$ cat config.mk
export PLATFORM = sky130hd
export DESIGN_NAME = ps2Keyboard
export DESIGN_NICKNAME = d
export VERILOG_FILES = /design/src/source/ps2Pkg.sv /design/src/source/keyPkg.sv /design/src/source/ps2LineSync.sv /design/src/source/scanDecoder.sv /design/src/source/frameChecker.sv /design/src/source/keyTranslator.sv /design/src/source/ps2Keyboard.sv
export SDC_FILE = /design/constraint.sdc
export NUM_CORES = 1
export LEC_CHECK = 0
export ABC_CLOCK_PERIOD_IN_PS = 2460
export BUFFER_PORTS_ARGS = -buffer_cell sky130_fd_sc_hd__buf_2
export CAP_MARGIN = 10
export CORE_MARGIN = 3
export CORE_UTILIZATION = 55
export CTS_CLUSTER_SIZE = 20
export DETAILED_ROUTE_END_ITERATION = 8
export PLACE_DENSITY = 0.74
export SLEW_MARGIN = 25
export SYNTH_ARGS = -nofsm -noshare
export SYNTH_HDL_FRONTEND = slang
export SYNTH_SLANG_ARGS = --single-unit
$ cat constraint.sdc
create_clock -name CLOCK -period 2.46 [get_ports CLOCK]
set_input_delay 0.369 -clock CLOCK [delete_from_list [all_inputs] [get_ports CLOCK]]
set_output_delay 0.369 -clock CLOCK [all_outputs]
set_load 0.005 [all_outputs]
$ cat src/source/ps2Pkg.sv
// PS/2 line protocol definitions
package ps2Pkg;

    // Frame layout: start, 8 data LSB first, odd parity, stop
    localparam int FRAME_BITS = 11;
    localparam int DATA_BITS  = 8;

    localparam logic START_BIT = 1'b0; // Start bit level
    localparam logic STOP_BIT  = 1'b1; // Stop bit level

    // Scan decoder phases
    // The first four decide on a byte and the last four read one frame
    typedef enum logic [2:0] {
        readMake,   // Start reading a new code
        setFlag,    // Decide on a make byte
        emitKey,    // Pulse the trigger
        clearFlag,  // Decide on the byte after F0h
        readStart,  // Wait out the start bit
        readData,   // Shift in 8 data bits
        readParity, // Skip parity, checked elsewhere
        readStop    // Stop bit, then jump to the return phase
    } decState_t;

endpackage

$ cat src/source/keyPkg.sv
// Keyboard codes and characters
package keyPkg;

    // Set 2 scan codes for the left modifiers
    localparam logic [7:0] LSHIFT = 8'h12;
    localparam logic [7:0] LCTRL  = 8'h14;
    localparam logic [7:0] LALT   = 8'h11;
    localparam logic [7:0] BREAK  = 8'hF0; // Prefix of every break sequence

    // Keys that map to fixed characters
    localparam logic [7:0] SC_SPACE = 8'h29;
    localparam logic [7:0] SC_ENTER = 8'h5A;

    // Modifier word, bit positions
    localparam int MOD_BITS  = 3;
    localparam int MOD_SHIFT = 2;
    localparam int MOD_CTRL  = 1;
    localparam int MOD_ALT   = 0;

    // Characters
    localparam logic [7:0] ASCII_NONE       = 8'h00; // No character for this code
    localparam logic [7:0] ASCII_SPACE      = 8'h20;
    localparam logic [7:0] ASCII_CR         = 8'h0D;
    localparam logic [7:0] ASCII_ZERO       = 8'h30;
    localparam logic [7:0] ASCII_UPPER_BASE = 8'h40; // 'A' minus one
    localparam logic [7:0] ASCII_LOWER_BASE = 8'h60; // 'a' minus one

endpackage

$ cat src/source/ps2LineSync.sv
// PS/2 pin synchronizer
module ps2LineSync (
    input  logic CLOCK,
    input  logic RST_n,
    input  logic PS2_CLK,
    input  logic PS2_DAT,
    output logic fallEdge,
    output logic psData
);

    logic clkSync1;
    logic clkSync2;
    logic clkPrev;  // Last synchronized clock level
    logic datSync1;
    logic datSync2;

    // Both pins idle high, so reset to 1 to avoid a false edge
    always_ff @(posedge CLOCK or negedge RST_n) begin
        if (!RST_n) begin
            clkSync1 <= 1'b1;
            clkSync2 <= 1'b1;
            clkPrev  <= 1'b1;
            datSync1 <= 1'b1;
            datSync2 <= 1'b1;
            fallEdge <= 1'b0;
        end else begin
            clkSync1 <= PS2_CLK;  // Metastability stage
            clkSync2 <= clkSync1;
            clkPrev  <= clkSync2;
            datSync1 <= PS2_DAT;
            datSync2 <= datSync1;
            // High to low on the clean clock line
            fallEdge <= clkPrev & ~clkSync2;
        end
    end

    // Data settles long before mid-bit, two flops are enough
    assign psData = datSync2;

endmodule

$ cat src/source/scanDecoder.sv
// Scan code reader and modifier tracker
module scanDecoder (
    input  logic                       CLOCK,
    input  logic                       RST_n,
    input  logic                       fallEdge,
    input  logic                       psData,
    output logic                       keyTrig,
    output logic [7:0]                 keyCode,
    output logic [keyPkg::MOD_BITS-1:0] modifiers
);
    import ps2Pkg::*;
    import keyPkg::*;

    decState_t state;
    decState_t retState;                     // Phase to resume after a frame
    logic [$clog2(DATA_BITS)-1:0] bitCnt;    // Data bit index
    logic [7:0] dataReg;                     // Last received byte
    logic [MOD_BITS-1:0] modReg;             // {shift, ctrl, alt}

    always_ff @(posedge CLOCK or negedge RST_n) begin
        if (!RST_n) begin
            state    <= readMake;
            retState <= setFlag;
            bitCnt   <= '0;
            modReg   <= '0;
            keyTrig  <= 1'b0;
        end else begin
            keyTrig <= 1'b0; // Single-cycle pulse
            case (state)
                readMake: begin
                    state    <= readStart;
                    retState <= setFlag;
                end
                setFlag: begin
                    if (dataReg == LSHIFT) begin
                        modReg[MOD_SHIFT] <= 1'b1;
                        state <= readMake;
                    end else if (dataReg == LCTRL) begin
                        modReg[MOD_CTRL] <= 1'b1;
                        state <= readMake;
                    end else if (dataReg == LALT) begin
                        modReg[MOD_ALT] <= 1'b1;
                        state <= readMake;
                    end else if (dataReg == BREAK) begin
                        state    <= readStart; // One more frame holds the released key
                        retState <= clearFlag;
                    end else begin
                        state <= emitKey;      // Ordinary make code
                    end
                end
                emitKey: begin
                    keyTrig <= 1'b1;
                    state   <= readMake;
                end
                clearFlag: begin
                    // Ordinary key releases fall through silently
                    if (dataReg == LSHIFT) modReg[MOD_SHIFT] <= 1'b0;
                    if (dataReg == LCTRL)  modReg[MOD_CTRL]  <= 1'b0;
                    if (dataReg == LALT)   modReg[MOD_ALT]   <= 1'b0;
                    state <= readMake;
                end
                readStart: begin
                    if (fallEdge) begin
                        bitCnt <= '0;
                        state  <= readData;
                    end
                end
                readData: begin
                    if (fallEdge) begin
                        if (bitCnt == 3'(DATA_BITS - 1)) state <= readParity;
                        bitCnt <= bitCnt + 1'b1; // Wraps to 0 after bit 7
                    end
                end
                readParity: begin
                    if (fallEdge) state <= readStop;
                end
                readStop: begin
                    if (fallEdge) state <= retState;
                end
                default: state <= readMake;
            endcase
        end
    end

    // Byte shifter, LSB first
    always_ff @(posedge CLOCK) begin
        if (state == readData && fallEdge) dataReg[bitCnt] <= psData;
    end

    assign keyCode   = dataReg;
    assign modifiers = modReg;

endmodule

$ cat src/source/frameChecker.sv
// PS/2 frame start, parity and stop check
module frameChecker (
    input  logic CLOCK,
    input  logic RST_n,
    input  logic fallEdge,
    input  logic psData,
    output logic frameEnd,
    output logic frameBad
);
    import ps2Pkg::*;

    logic [$clog2(FRAME_BITS)-1:0] bitCnt; // 0 start, 1..8 data, 9 parity, 10 stop
    logic startOk;
    logic parAcc; // XOR of data and parity

    always_ff @(posedge CLOCK or negedge RST_n) begin
        if (!RST_n) begin
            bitCnt   <= '0;
            startOk  <= 1'b0;
            parAcc   <= 1'b0;
            frameEnd <= 1'b0;
            frameBad <= 1'b0;
        end else begin
            frameEnd <= 1'b0;
            if (fallEdge) begin
                if (bitCnt == '0) begin
                    startOk <= (psData == START_BIT);
                    parAcc  <= 1'b0;
                end else if (bitCnt <= 4'(DATA_BITS + 1)) begin
                    parAcc <= parAcc ^ psData; // Data bits and parity bit
                end
                if (bitCnt == 4'(FRAME_BITS - 1)) begin
                    bitCnt   <= '0;
                    frameEnd <= 1'b1;
                    // Odd parity leaves parAcc at 1
                    frameBad <= ~startOk | ~parAcc | (psData != STOP_BIT);
                end else begin
                    bitCnt <= bitCnt + 1'b1;
                end
            end
        end
    end

endmodule

$ cat src/source/keyTranslator.sv
// Scan code to ASCII translation
module keyTranslator (
    input  logic                        CLOCK,
    input  logic                        RST_n,
    input  logic                        keyTrig,
    input  logic [7:0]                  keyCode,
    input  logic [keyPkg::MOD_BITS-1:0] modifiers,
    input  logic                        frameEnd,
    input  logic                        frameBad,
    output logic                        keyValid,
    output logic                        keyError,
    output logic [7:0]                  keyAscii,
    output logic [7:0]                  keyOut,
    output logic [keyPkg::MOD_BITS-1:0] modOut
);
    import keyPkg::*;

    logic       errFlag;  // Sticky frame error
    logic [1:0] cleanDly; // Clean frameEnd, delayed to the keyTrig slot

    // Letter position 1..26, 0 if not a letter
    function automatic logic [4:0] letterPos(input logic [7:0] code);
        case (code)
            8'h1C: letterPos = 5'd1;  // a
            8'h32: letterPos = 5'd2;
            8'h21: letterPos = 5'd3;
            8'h23: letterPos = 5'd4;
            8'h24: letterPos = 5'd5;
            8'h2B: letterPos = 5'd6;
            8'h34: letterPos = 5'd7;
            8'h33: letterPos = 5'd8;
            8'h43: letterPos = 5'd9;
            8'h3B: letterPos = 5'd10;
            8'h42: letterPos = 5'd11;
            8'h4B: letterPos = 5'd12;
            8'h3A: letterPos = 5'd13;
            8'h31: letterPos = 5'd14;
            8'h44: letterPos = 5'd15;
            8'h4D: letterPos = 5'd16;
            8'h15: letterPos = 5'd17;
            8'h2D: letterPos = 5'd18;
            8'h1B: letterPos = 5'd19;
            8'h2C: letterPos = 5'd20;
            8'h3C: letterPos = 5'd21;
            8'h2A: letterPos = 5'd22;
            8'h1D: letterPos = 5'd23;
            8'h22: letterPos = 5'd24;
            8'h35: letterPos = 5'd25;
            8'h1A: letterPos = 5'd26; // z
            default: letterPos = 5'd0;
        endcase
    endfunction

    // Digit row, no modifier effect
    function automatic logic [7:0] digitChar(input logic [7:0] code);
        case (code)
            8'h45: digitChar = ASCII_ZERO;
            8'h16: digitChar = ASCII_ZERO + 8'd1;
            8'h1E: digitChar = ASCII_ZERO + 8'd2;
            8'h26: digitChar = ASCII_ZERO + 8'd3;
            8'h25: digitChar = ASCII_ZERO + 8'd4;
            8'h2E: digitChar = ASCII_ZERO + 8'd5;
            8'h36: digitChar = ASCII_ZERO + 8'd6;
            8'h3D: digitChar = ASCII_ZERO + 8'd7;
            8'h3E: digitChar = ASCII_ZERO + 8'd8;
            8'h46: digitChar = ASCII_ZERO + 8'd9;
            default: digitChar = ASCII_NONE;
        endcase
    endfunction

    function automatic logic [7:0] toAscii(input logic [7:0] code,
                                           input logic [MOD_BITS-1:0] mods);
        logic [4:0] pos;
        logic [7:0] chr;
        pos = letterPos(code);
        if (pos != 5'd0) begin
            if (mods[MOD_CTRL]) chr = {3'b000, pos};          // Ctrl beats Shift
            else if (mods[MOD_SHIFT]) chr = ASCII_UPPER_BASE + {3'b000, pos};
            else chr = ASCII_LOWER_BASE + {3'b000, pos};
        end else if (code == SC_SPACE) begin
            chr = ASCII_SPACE;
        end else if (code == SC_ENTER) begin
            chr = ASCII_CR;
        end else begin
            chr = digitChar(code);
        end
        return chr;
    endfunction

    always_ff @(posedge CLOCK or negedge RST_n) begin
        if (!RST_n) begin
            errFlag  <= 1'b0;
            cleanDly <= 2'b00;
            keyValid <= 1'b0;
            keyError <= 1'b0;
            modOut   <= '0;
        end else begin
            cleanDly <= {cleanDly[0], frameEnd & ~frameBad};
            keyValid <= keyTrig & ~errFlag;
            keyError <= keyTrig & errFlag;
            modOut   <= modifiers; // Follows every make and break
            // A clean frame with no key two cycles on was a modifier or break
            if (frameEnd && frameBad) errFlag <= 1'b1;
            else if (keyTrig || cleanDly[1]) errFlag <= 1'b0;
        end
    end

    // Character payload, taken with the trigger
    always_ff @(posedge CLOCK) begin
        if (keyTrig) begin
            keyOut   <= keyCode;
            keyAscii <= toAscii(keyCode, modifiers);
        end
    end

endmodule

$ cat src/source/ps2Keyboard.sv
// PS/2 keyboard receiver, top level
module ps2Keyboard (
    input  logic                        CLOCK,
    input  logic                        RST_n,
    input  logic                        PS2_CLK,
    input  logic                        PS2_DAT,
    output logic                        keyValid,
    output logic                        keyError,
    output logic [7:0]                  keyAscii,
    output logic [7:0]                  keyOut,
    output logic [keyPkg::MOD_BITS-1:0] modOut
);
    import keyPkg::*;

    logic                fallEdge;  // One pulse per PS/2 clock fall
    logic                psData;
    logic                keyTrig;
    logic [7:0]          keyCode;
    logic [MOD_BITS-1:0] modifiers;
    logic                frameEnd;
    logic                frameBad;

    ps2LineSync lineSync0 (
        .CLOCK    (CLOCK),
        .RST_n    (RST_n),
        .PS2_CLK  (PS2_CLK),
        .PS2_DAT  (PS2_DAT),
        .fallEdge (fallEdge),
        .psData   (psData)
    );

    scanDecoder decoder0 (
        .CLOCK     (CLOCK),
        .RST_n     (RST_n),
        .fallEdge  (fallEdge),
        .psData    (psData),
        .keyTrig   (keyTrig),
        .keyCode   (keyCode),
        .modifiers (modifiers)
    );

    // Runs beside the decoder on the same bit stream
    frameChecker checker0 (
        .CLOCK    (CLOCK),
        .RST_n    (RST_n),
        .fallEdge (fallEdge),
        .psData   (psData),
        .frameEnd (frameEnd),
        .frameBad (frameBad)
    );

    keyTranslator translator0 (
        .CLOCK     (CLOCK),
        .RST_n     (RST_n),
        .keyTrig   (keyTrig),
        .keyCode   (keyCode),
        .modifiers (modifiers),
        .frameEnd  (frameEnd),
        .frameBad  (frameBad),
        .keyValid  (keyValid),
        .keyError  (keyError),
        .keyAscii  (keyAscii),
        .keyOut    (keyOut),
        .modOut    (modOut)
    );

endmodule

==> results.tsv, run 1 <==
stage	metric	value	unit
run_status	status	complete, no violations	
logic_synthesis	synth_cells	382	
grt	grt_pass1_vias	2884	
logic_synthesis	ys_warn_count	0	
pwr	p_leak	1.66	nW
worst_setup_path	cp-end-kind	register	
pwr	p_seq_share	41.8	%
worst_setup_path	critPathMaxFanout	13	
sta	tightest_slew	0.711	ns
drt	routed_wirelength	8620	um
floorplan	pin_count	25	
logic_synthesis	synth_area_leader_cell	dfrtp_1	
cts	cts_buffers	9	
sta	slew_headroom	52.6	%
sta	hold_viol_final	0	
grt	grt_first_pass_wirelength	14400	um
worst_setup_path	cp_slowest_stage_delay	0.44	ns
layout	final_nets	424	
sta	slew_viol_final	0	
pwr	pwr-share-comb	35.8	%
cts	clk_pin_slew	0.07	ns
floorplan	die_w	87.5	um
pwr	ir_drop	0.552	mV
grt	track_usage	24.5	%
grt	grt.overflow.total	0	
cts	cts_tree	yes	
logic_synthesis	synthArstFlopShare	54.1	%
pwr	switching_share	37.7	%
floorplan	die_height	87.5	um
logic_synthesis	netlist.area_leader.share	19.2	%
cts	htree_levels	3	
logic_synthesis	yosys-top-cells-area	dfrtp_1, edfxtp_1, nand2_1	
grt	antenna_found_initial	0	
worst_setup_path	critPathKind	register to register	
logic_synthesis	synth.distinct_cells	75	
layout	drive_gt1_share	22.3	%
floorplan	core_area	6390	um2
flow_run	drv_cap	0	
logic_synthesis	synthFlopType	dfrtp_1	
placement	gp_congestion	0.999	
worst_hold_path	hp-class	primary input to asynchronous set/reset pin	
logic_synthesis	syn_area_per_cell	9.56	um2
logic_synthesis	yosysSeqAreaShare	44.4	%
sta	finalSetupTns	0	ns
sta	fin_skew	0.0116	ns
worst_setup_path	arrival	2.53	ns
placement	dpl.hpwl	6230	um
logic_synthesis	synth_edf_count	23	
pwr	power	3.48	mW
logic_synthesis	syn_area	3650	um2
placement	postPlaceCellArea	3910	um2
drt	drt_first_iter_violations	268	
layout	final_core_util	64.2	%
pwr	switchingPower	1.31	mW
layout	stdcell_area	4100	um2
floorplan	rows	29	
layout	fillers	512	
pwr	powerDensity	848	nW/um2
cts	clock_latency	0.35	ns
layout	areaGrowthSynthToFinish	12.3	%
cts	max-clock-path-buffers	2	
placement	numPortBuffers	23	
logic_synthesis	synth_nets	394	
worst_setup_path	crit_chain	buf_4 > nand3b_1 > or3_4 > and2_1 > and3_4 > nand4b_1 > a31o_1	
worst_setup_path	rr_worst_depth	7	
worst_setup_path	startpoint_type	register	
drt	post-route-drc-count	0	
drt	vias	2985	
drt	vias_per_cell	6.04	
sta	min_period	2.30	ns
worst_setup_path	worstPathRequired	2.69	ns
pwr	internal_power	2.16	mW
sta	fin_crit_sh	93.5	%
drt	wire_per_inst	17.4	um
sta	fmax	435	MHz
grt	grt_max_degree	34	
logic_synthesis	ys_seq_elements	61	
worst_setup_path	cpMaxStageDelayCell	dfrtp_1	
sta	setup_viol	0	
floorplan	die_area	7650	um2
drt	ant_nets	0	
floorplan	initial_core_util	57.2	%
drt	drtPass1Iterations	4	
pwr	clock_power_share	22.4	%
cts	clockRootBuffer	clkbuf_8	
layout	diodes	0	
cts	clkSinkCount	61	
sta	rsz0062_at_grt	no	
-- timing repair --
action                     in CTS  in global routing
hold buffers                    0                  0
buffers inserted                0                  1
setup endpoints to repair       0                  7
gates resized for setup         0                  6
-- routing by layer --
layer,track usage (%),share of wire (%)
met5,0,0
met4,10.3,1.7
met1,32.6,45
met2,39.2,47
met3,4.45,5.7
-- flip-flops by register name, indices dropped and copies added (netlist names), 2 cells and up, named ones only --
register / flops
translator0.cleanDly: 2
decoder0.bitCnt: 3
translator0.modOut: 3
decoder0.modifiers: 3
translator0.keyOut: 8
translator0.keyAscii: 7
decoder0.keyCode: 8
decoder0.state: 3
checker0.bitCnt: 4
-- worst max-delay path: cells and delay by family, from the launching register on --
kind,cells,cell delay (ns)
AO/OA/AOI/OAI,1,0.25
buffers and inverters,1,0.22
AND/OR/NAND/NOR,5,1.28
flip-flops,1,0.44
-- per-stage QoR --
| step | std cells | hold slack [ns] | setup WS, ns |
|---|---|---|---|
| 6_report | 494 | 0.0711 | 0.160 |
| 5_1_grt | 494 | 0.0992 | 0.00217 |
| 4_1_cts | 493 | 0.0800 | 0.0942 |
| 3_5_place_dp | 477 | 0.336 | 0.110 |
| 3_3_place_gp | 477 | 0.334 | 0.133 |
| 2_1_floorplan | 382 | 0.0734 | 0.0844 |
-- path summary, 6_finish.rpt --
check                      slack (ns)                       to                     from
setup / recovery                 0.16                 register       decoder0.bitCnt[0]
max in group asynchronous        1.93       decoder0.bitCnt[1]                    RST_n
min in group CLOCK               0.12       lineSync0.clkSync1                  PS2_CLK
hold / removal                   0.07       checker0.bitCnt[2]                    RST_n
setup reg to reg                 0.16                 register       decoder0.bitCnt[0]
hold reg to reg                  0.35  translator0.cleanDly[1]  translator0.cleanDly[0]
-- kinds of logic (layout without fill, tap and decap cells) --
group | after synthesis | in the layout | share of synthesized area (%)
other | 1 | 1 | 0.103
DFF | 61 | 61 | 44.4
muxes | 20 | 20 | 5.79
buffers and inverters | 44 | 79 | 5.55
and+or+nand+nor | 147 | 147 | 22.4
AOI/OAI and AO/OA | 99 | 99 | 18.4
xor gates and xnor gates | 2 | 2 | 0.480
adders and majority gates | 8 | 8 | 2.74
-- cell usage in the layout, fill, tap and decap left out, types with 8 or more instances in the layout --
master    count
clkbuf_8      9
inv_1        14
nand2_1      39
a21oi_1      14
ha_1          8
nand2b_1      8
nand3_1      14
buf_4        23
mux2i_1      14
o21ai_0      26
nor3_1        8
a31oi_1       8
buf_2        23
nor2_1       24
edfxtp_1     23
nor2b_1      10
dfrtp_1      28
-- power by group through the flow --
stage / logic (mW) / clock network (mW) / registers [mW]
3_5_place_dp: 1.20 / 0 / 1.47
3_3_place_gp: 1.17 / 0 / 1.45
4_1_cts: 1.21 / 0.796 / 1.44
5_1_grt: 1.37 / 0.838 / 1.49
6_report: 1.24 / 0.779 / 1.45
2_1_floorplan: 0.910 / 0 / 1.40
-- cell type report --
type                            instances  area [um2]  area share [%]
Multi-Input combinational cell        277        1850            45.1
Sequential cell                        61        1620            39.6
Timing Repair Buffer                   47         308            7.51
Clock buffer                           10         128            3.11
Tap cell                               77        96.3            2.35
Inverter                               16        60.1            1.47
Clock inverter                          6        37.5           0.916
-- synthesized netlist by cell type, drive strengths merged (3+ instances only) --
cell      n
edfxtp   23
and2      3
dfxtp     5
ha        8
a31oi     8
o22ai     4
dfstp     5
dfrtp    28
nor3     10
nand4b    4
mux2      6
mux2i    14
inv      15
a41oi     4
o21ai    29
nand3    14
nand2b    8
nand2    40
nand3b    5
nor3b     6
nand4     4
clkbuf   18
buf      10
nor2b    11
or3b      3
o211ai    6
nor2     25
o2bb2ai   3
a21oi    14
Power figures use the tool's default switching activity.
==> inputs of run 2 (changes only) <==
Settings changed: CORE_UTILIZATION 55 to 35, PLACE_DENSITY 0.74 to 0.51.
==> results.tsv, run 2 (same netlist as run 1, synthesis figures left out) <==
stage	metric	value	unit
run_status	status	complete, no violations	
layout	drive_gt1_share	24.2	%
placement	dpl.hpwl	6640	um
floorplan	die_area	11700	um2
worst_setup_path	critPathMaxFanout	8	
placement	postPlaceCellArea	4060	um2
pwr	p_seq_share	39.7	%
grt	grt_max_degree	34	
worst_hold_path	hp-class	primary input to asynchronous set/reset pin	
pwr	clock_power_share	26.3	%
grt	grt_first_pass_wirelength	15100	um
cts	cts_tree	yes	
sta	finalSetupTns	0	ns
sta	setup_viol	0	
flow_run	drv_cap	0	
placement	numPortBuffers	23	
layout	mostFrequentLayoutCell	nand2_1	
floorplan	initial_core_util	36.7	%
cts	clkSinkCount	61	
grt	grt.overflow.total	0	
drt	wire_per_inst	15.9	um
pwr	switching_share	36.0	%
placement	gp_congestion	0.931	
floorplan	core_area	9950	um2
worst_setup_path	arrival	2.52	ns
cts	clock_latency	0.35	ns
floorplan	die_w	108	um
sta	fin_skew	0.0163	ns
floorplan	die_height	108	um
layout	final_cell_mix	nand2_1, buf_4, o21ai_0, dfrtp_1, nor2_1	
cts	post_cts_buffers	0	
layout	final_nets	436	
pwr	pwr-share-comb	34.1	%
drt	vias_per_cell	5.48	
worst_setup_path	critPathKind	register to register	
layout	fillers	974	
cts	max-clock-path-buffers	2	
cts	htree_levels	3	
sta	holdWs	0.0690	ns
sta	slew_headroom	51.9	%
pwr	internal_power	2.34	mW
cts	clockRootBuffer	clkbuf_8	
drt	drtPass1Iterations	5	
pwr	ir_drop	0.301	mV
layout	stdcell_area	4290	um2
drt	drt_first_iter_violations	281	
sta	rsz0062_at_grt	no	
drt	vias	3078	
worst_setup_path	worstPathRequired	2.71	ns
grt	antenna_found_initial	0	
pwr	switchingPower	1.32	mW
cts	cts_buffers	9	
layout	areaGrowthSynthToFinish	17.5	%
cts	clk_pin_slew	0.07	ns
sta	fmax	439	MHz
grt	track_usage	16.5	%
sta	fin_crit_sh	92.6	%
floorplan	rows	36	
sta	hold_viol_final	0	
drt	routed_wirelength	8960	um
pwr	powerDensity	854	nW/um2
pwr	p_leak	1.73	nW
sta	tightest_slew	0.721	ns
worst_setup_path	startpoint_type	register	
sta	slew_viol_final	0	
worst_setup_path	cp-end-kind	register	
pwr	power	3.66	mW
sta	min_period	2.28	ns
floorplan	pin_count	25	
drt	post-route-drc-count	0	
grt	grt_pass1_vias	2889	
layout	diodes	0	
drt	ant_nets	0	
[run 2: cell types whose count changed in the layout (fill, tap and decap cells not counted), moves of 2 or more]
cell,before,now
buf_4,23,36
clkinv_4,0,2
clkbuf_16,0,2
clkinv_2,3,0
[run 2: timing repair]
action | 4_1_cts | 5_1_grt
gates resized for setup | 0 | 3
setup endpoints to repair | 0 | 2
hold buffers | 0 | 0
[run 2: area by class of cell]
cell class,count,area [um2],area share (%)
flip-flops and latches,61,1620,37.8
well taps,133,166,3.88
inverters,16,60.1,1.40
repair buffers,59,385,8.98
multi-input cells,277,1840,42.8
clock inverters,4,32.5,0.758
clock buffers,12,188,4.37
[run 2: stage by stage]
step / util (%) / cells / worst slack (ns)
after floorplan: - / 382 / 0.0844
after global placement: 40.8 / 546 / 0.213
after detailed placement: 40.8 / 546 / 0.172
after CTS: 43.0 / 562 / 0.161
after global routing: 43.1 / 562 / 0.0130
final: 43.1 / 562 / 0.181
[run 2: worst paths after layout]
path	start	slack, ns	cells past startpoint	endpoint
max	decoder0.bitCnt[1]	0.18	7	register
min	RST_n	0.07	1	checker0.bitCnt[3]
max reg2reg	decoder0.bitCnt[1]	0.18	7	register
min reg2reg	lineSync0.clkSync1	0.36	0	lineSync0.clkSync2
max in group asynchronous	RST_n	1.89	1	decoder0.bitCnt[2]
min in group CLOCK	PS2_DAT	0.11	1	lineSync0.datSync1
[run 2: routing by layer]
layer  part of all wire [%]  global-route usage, %  vias up
li1                       -                      -     1495
met1                     48                   23.3     1455
met2                     44                   24.5      109
met3                    5.1                   3.52       19
met4                    2.5                   6.85        0
met5                      0                      0        -
[run 2: worst max-delay path, stage by stage, from the launching register on]
cell and delay [ns]:
dfrtp_1 0.42, buf_4 0.18, or3b_4 0.40, o21ai_1 0.25, nand2_1 0.27, and3_4 0.26
nand4b_1 0.16, a31o_1 0.23
[run 2: power by group through the flow]
stage	clock [mW]	sequential, mW	combinational [mW]
2_1_floorplan	0	1.40	0.910
3_3_place_gp	0	1.46	1.23
3_5_place_dp	0	1.47	1.23
4_1_cts	0.979	1.45	1.24
5_1_grt	1.03	1.49	1.39
6_report	0.962	1.45	1.25
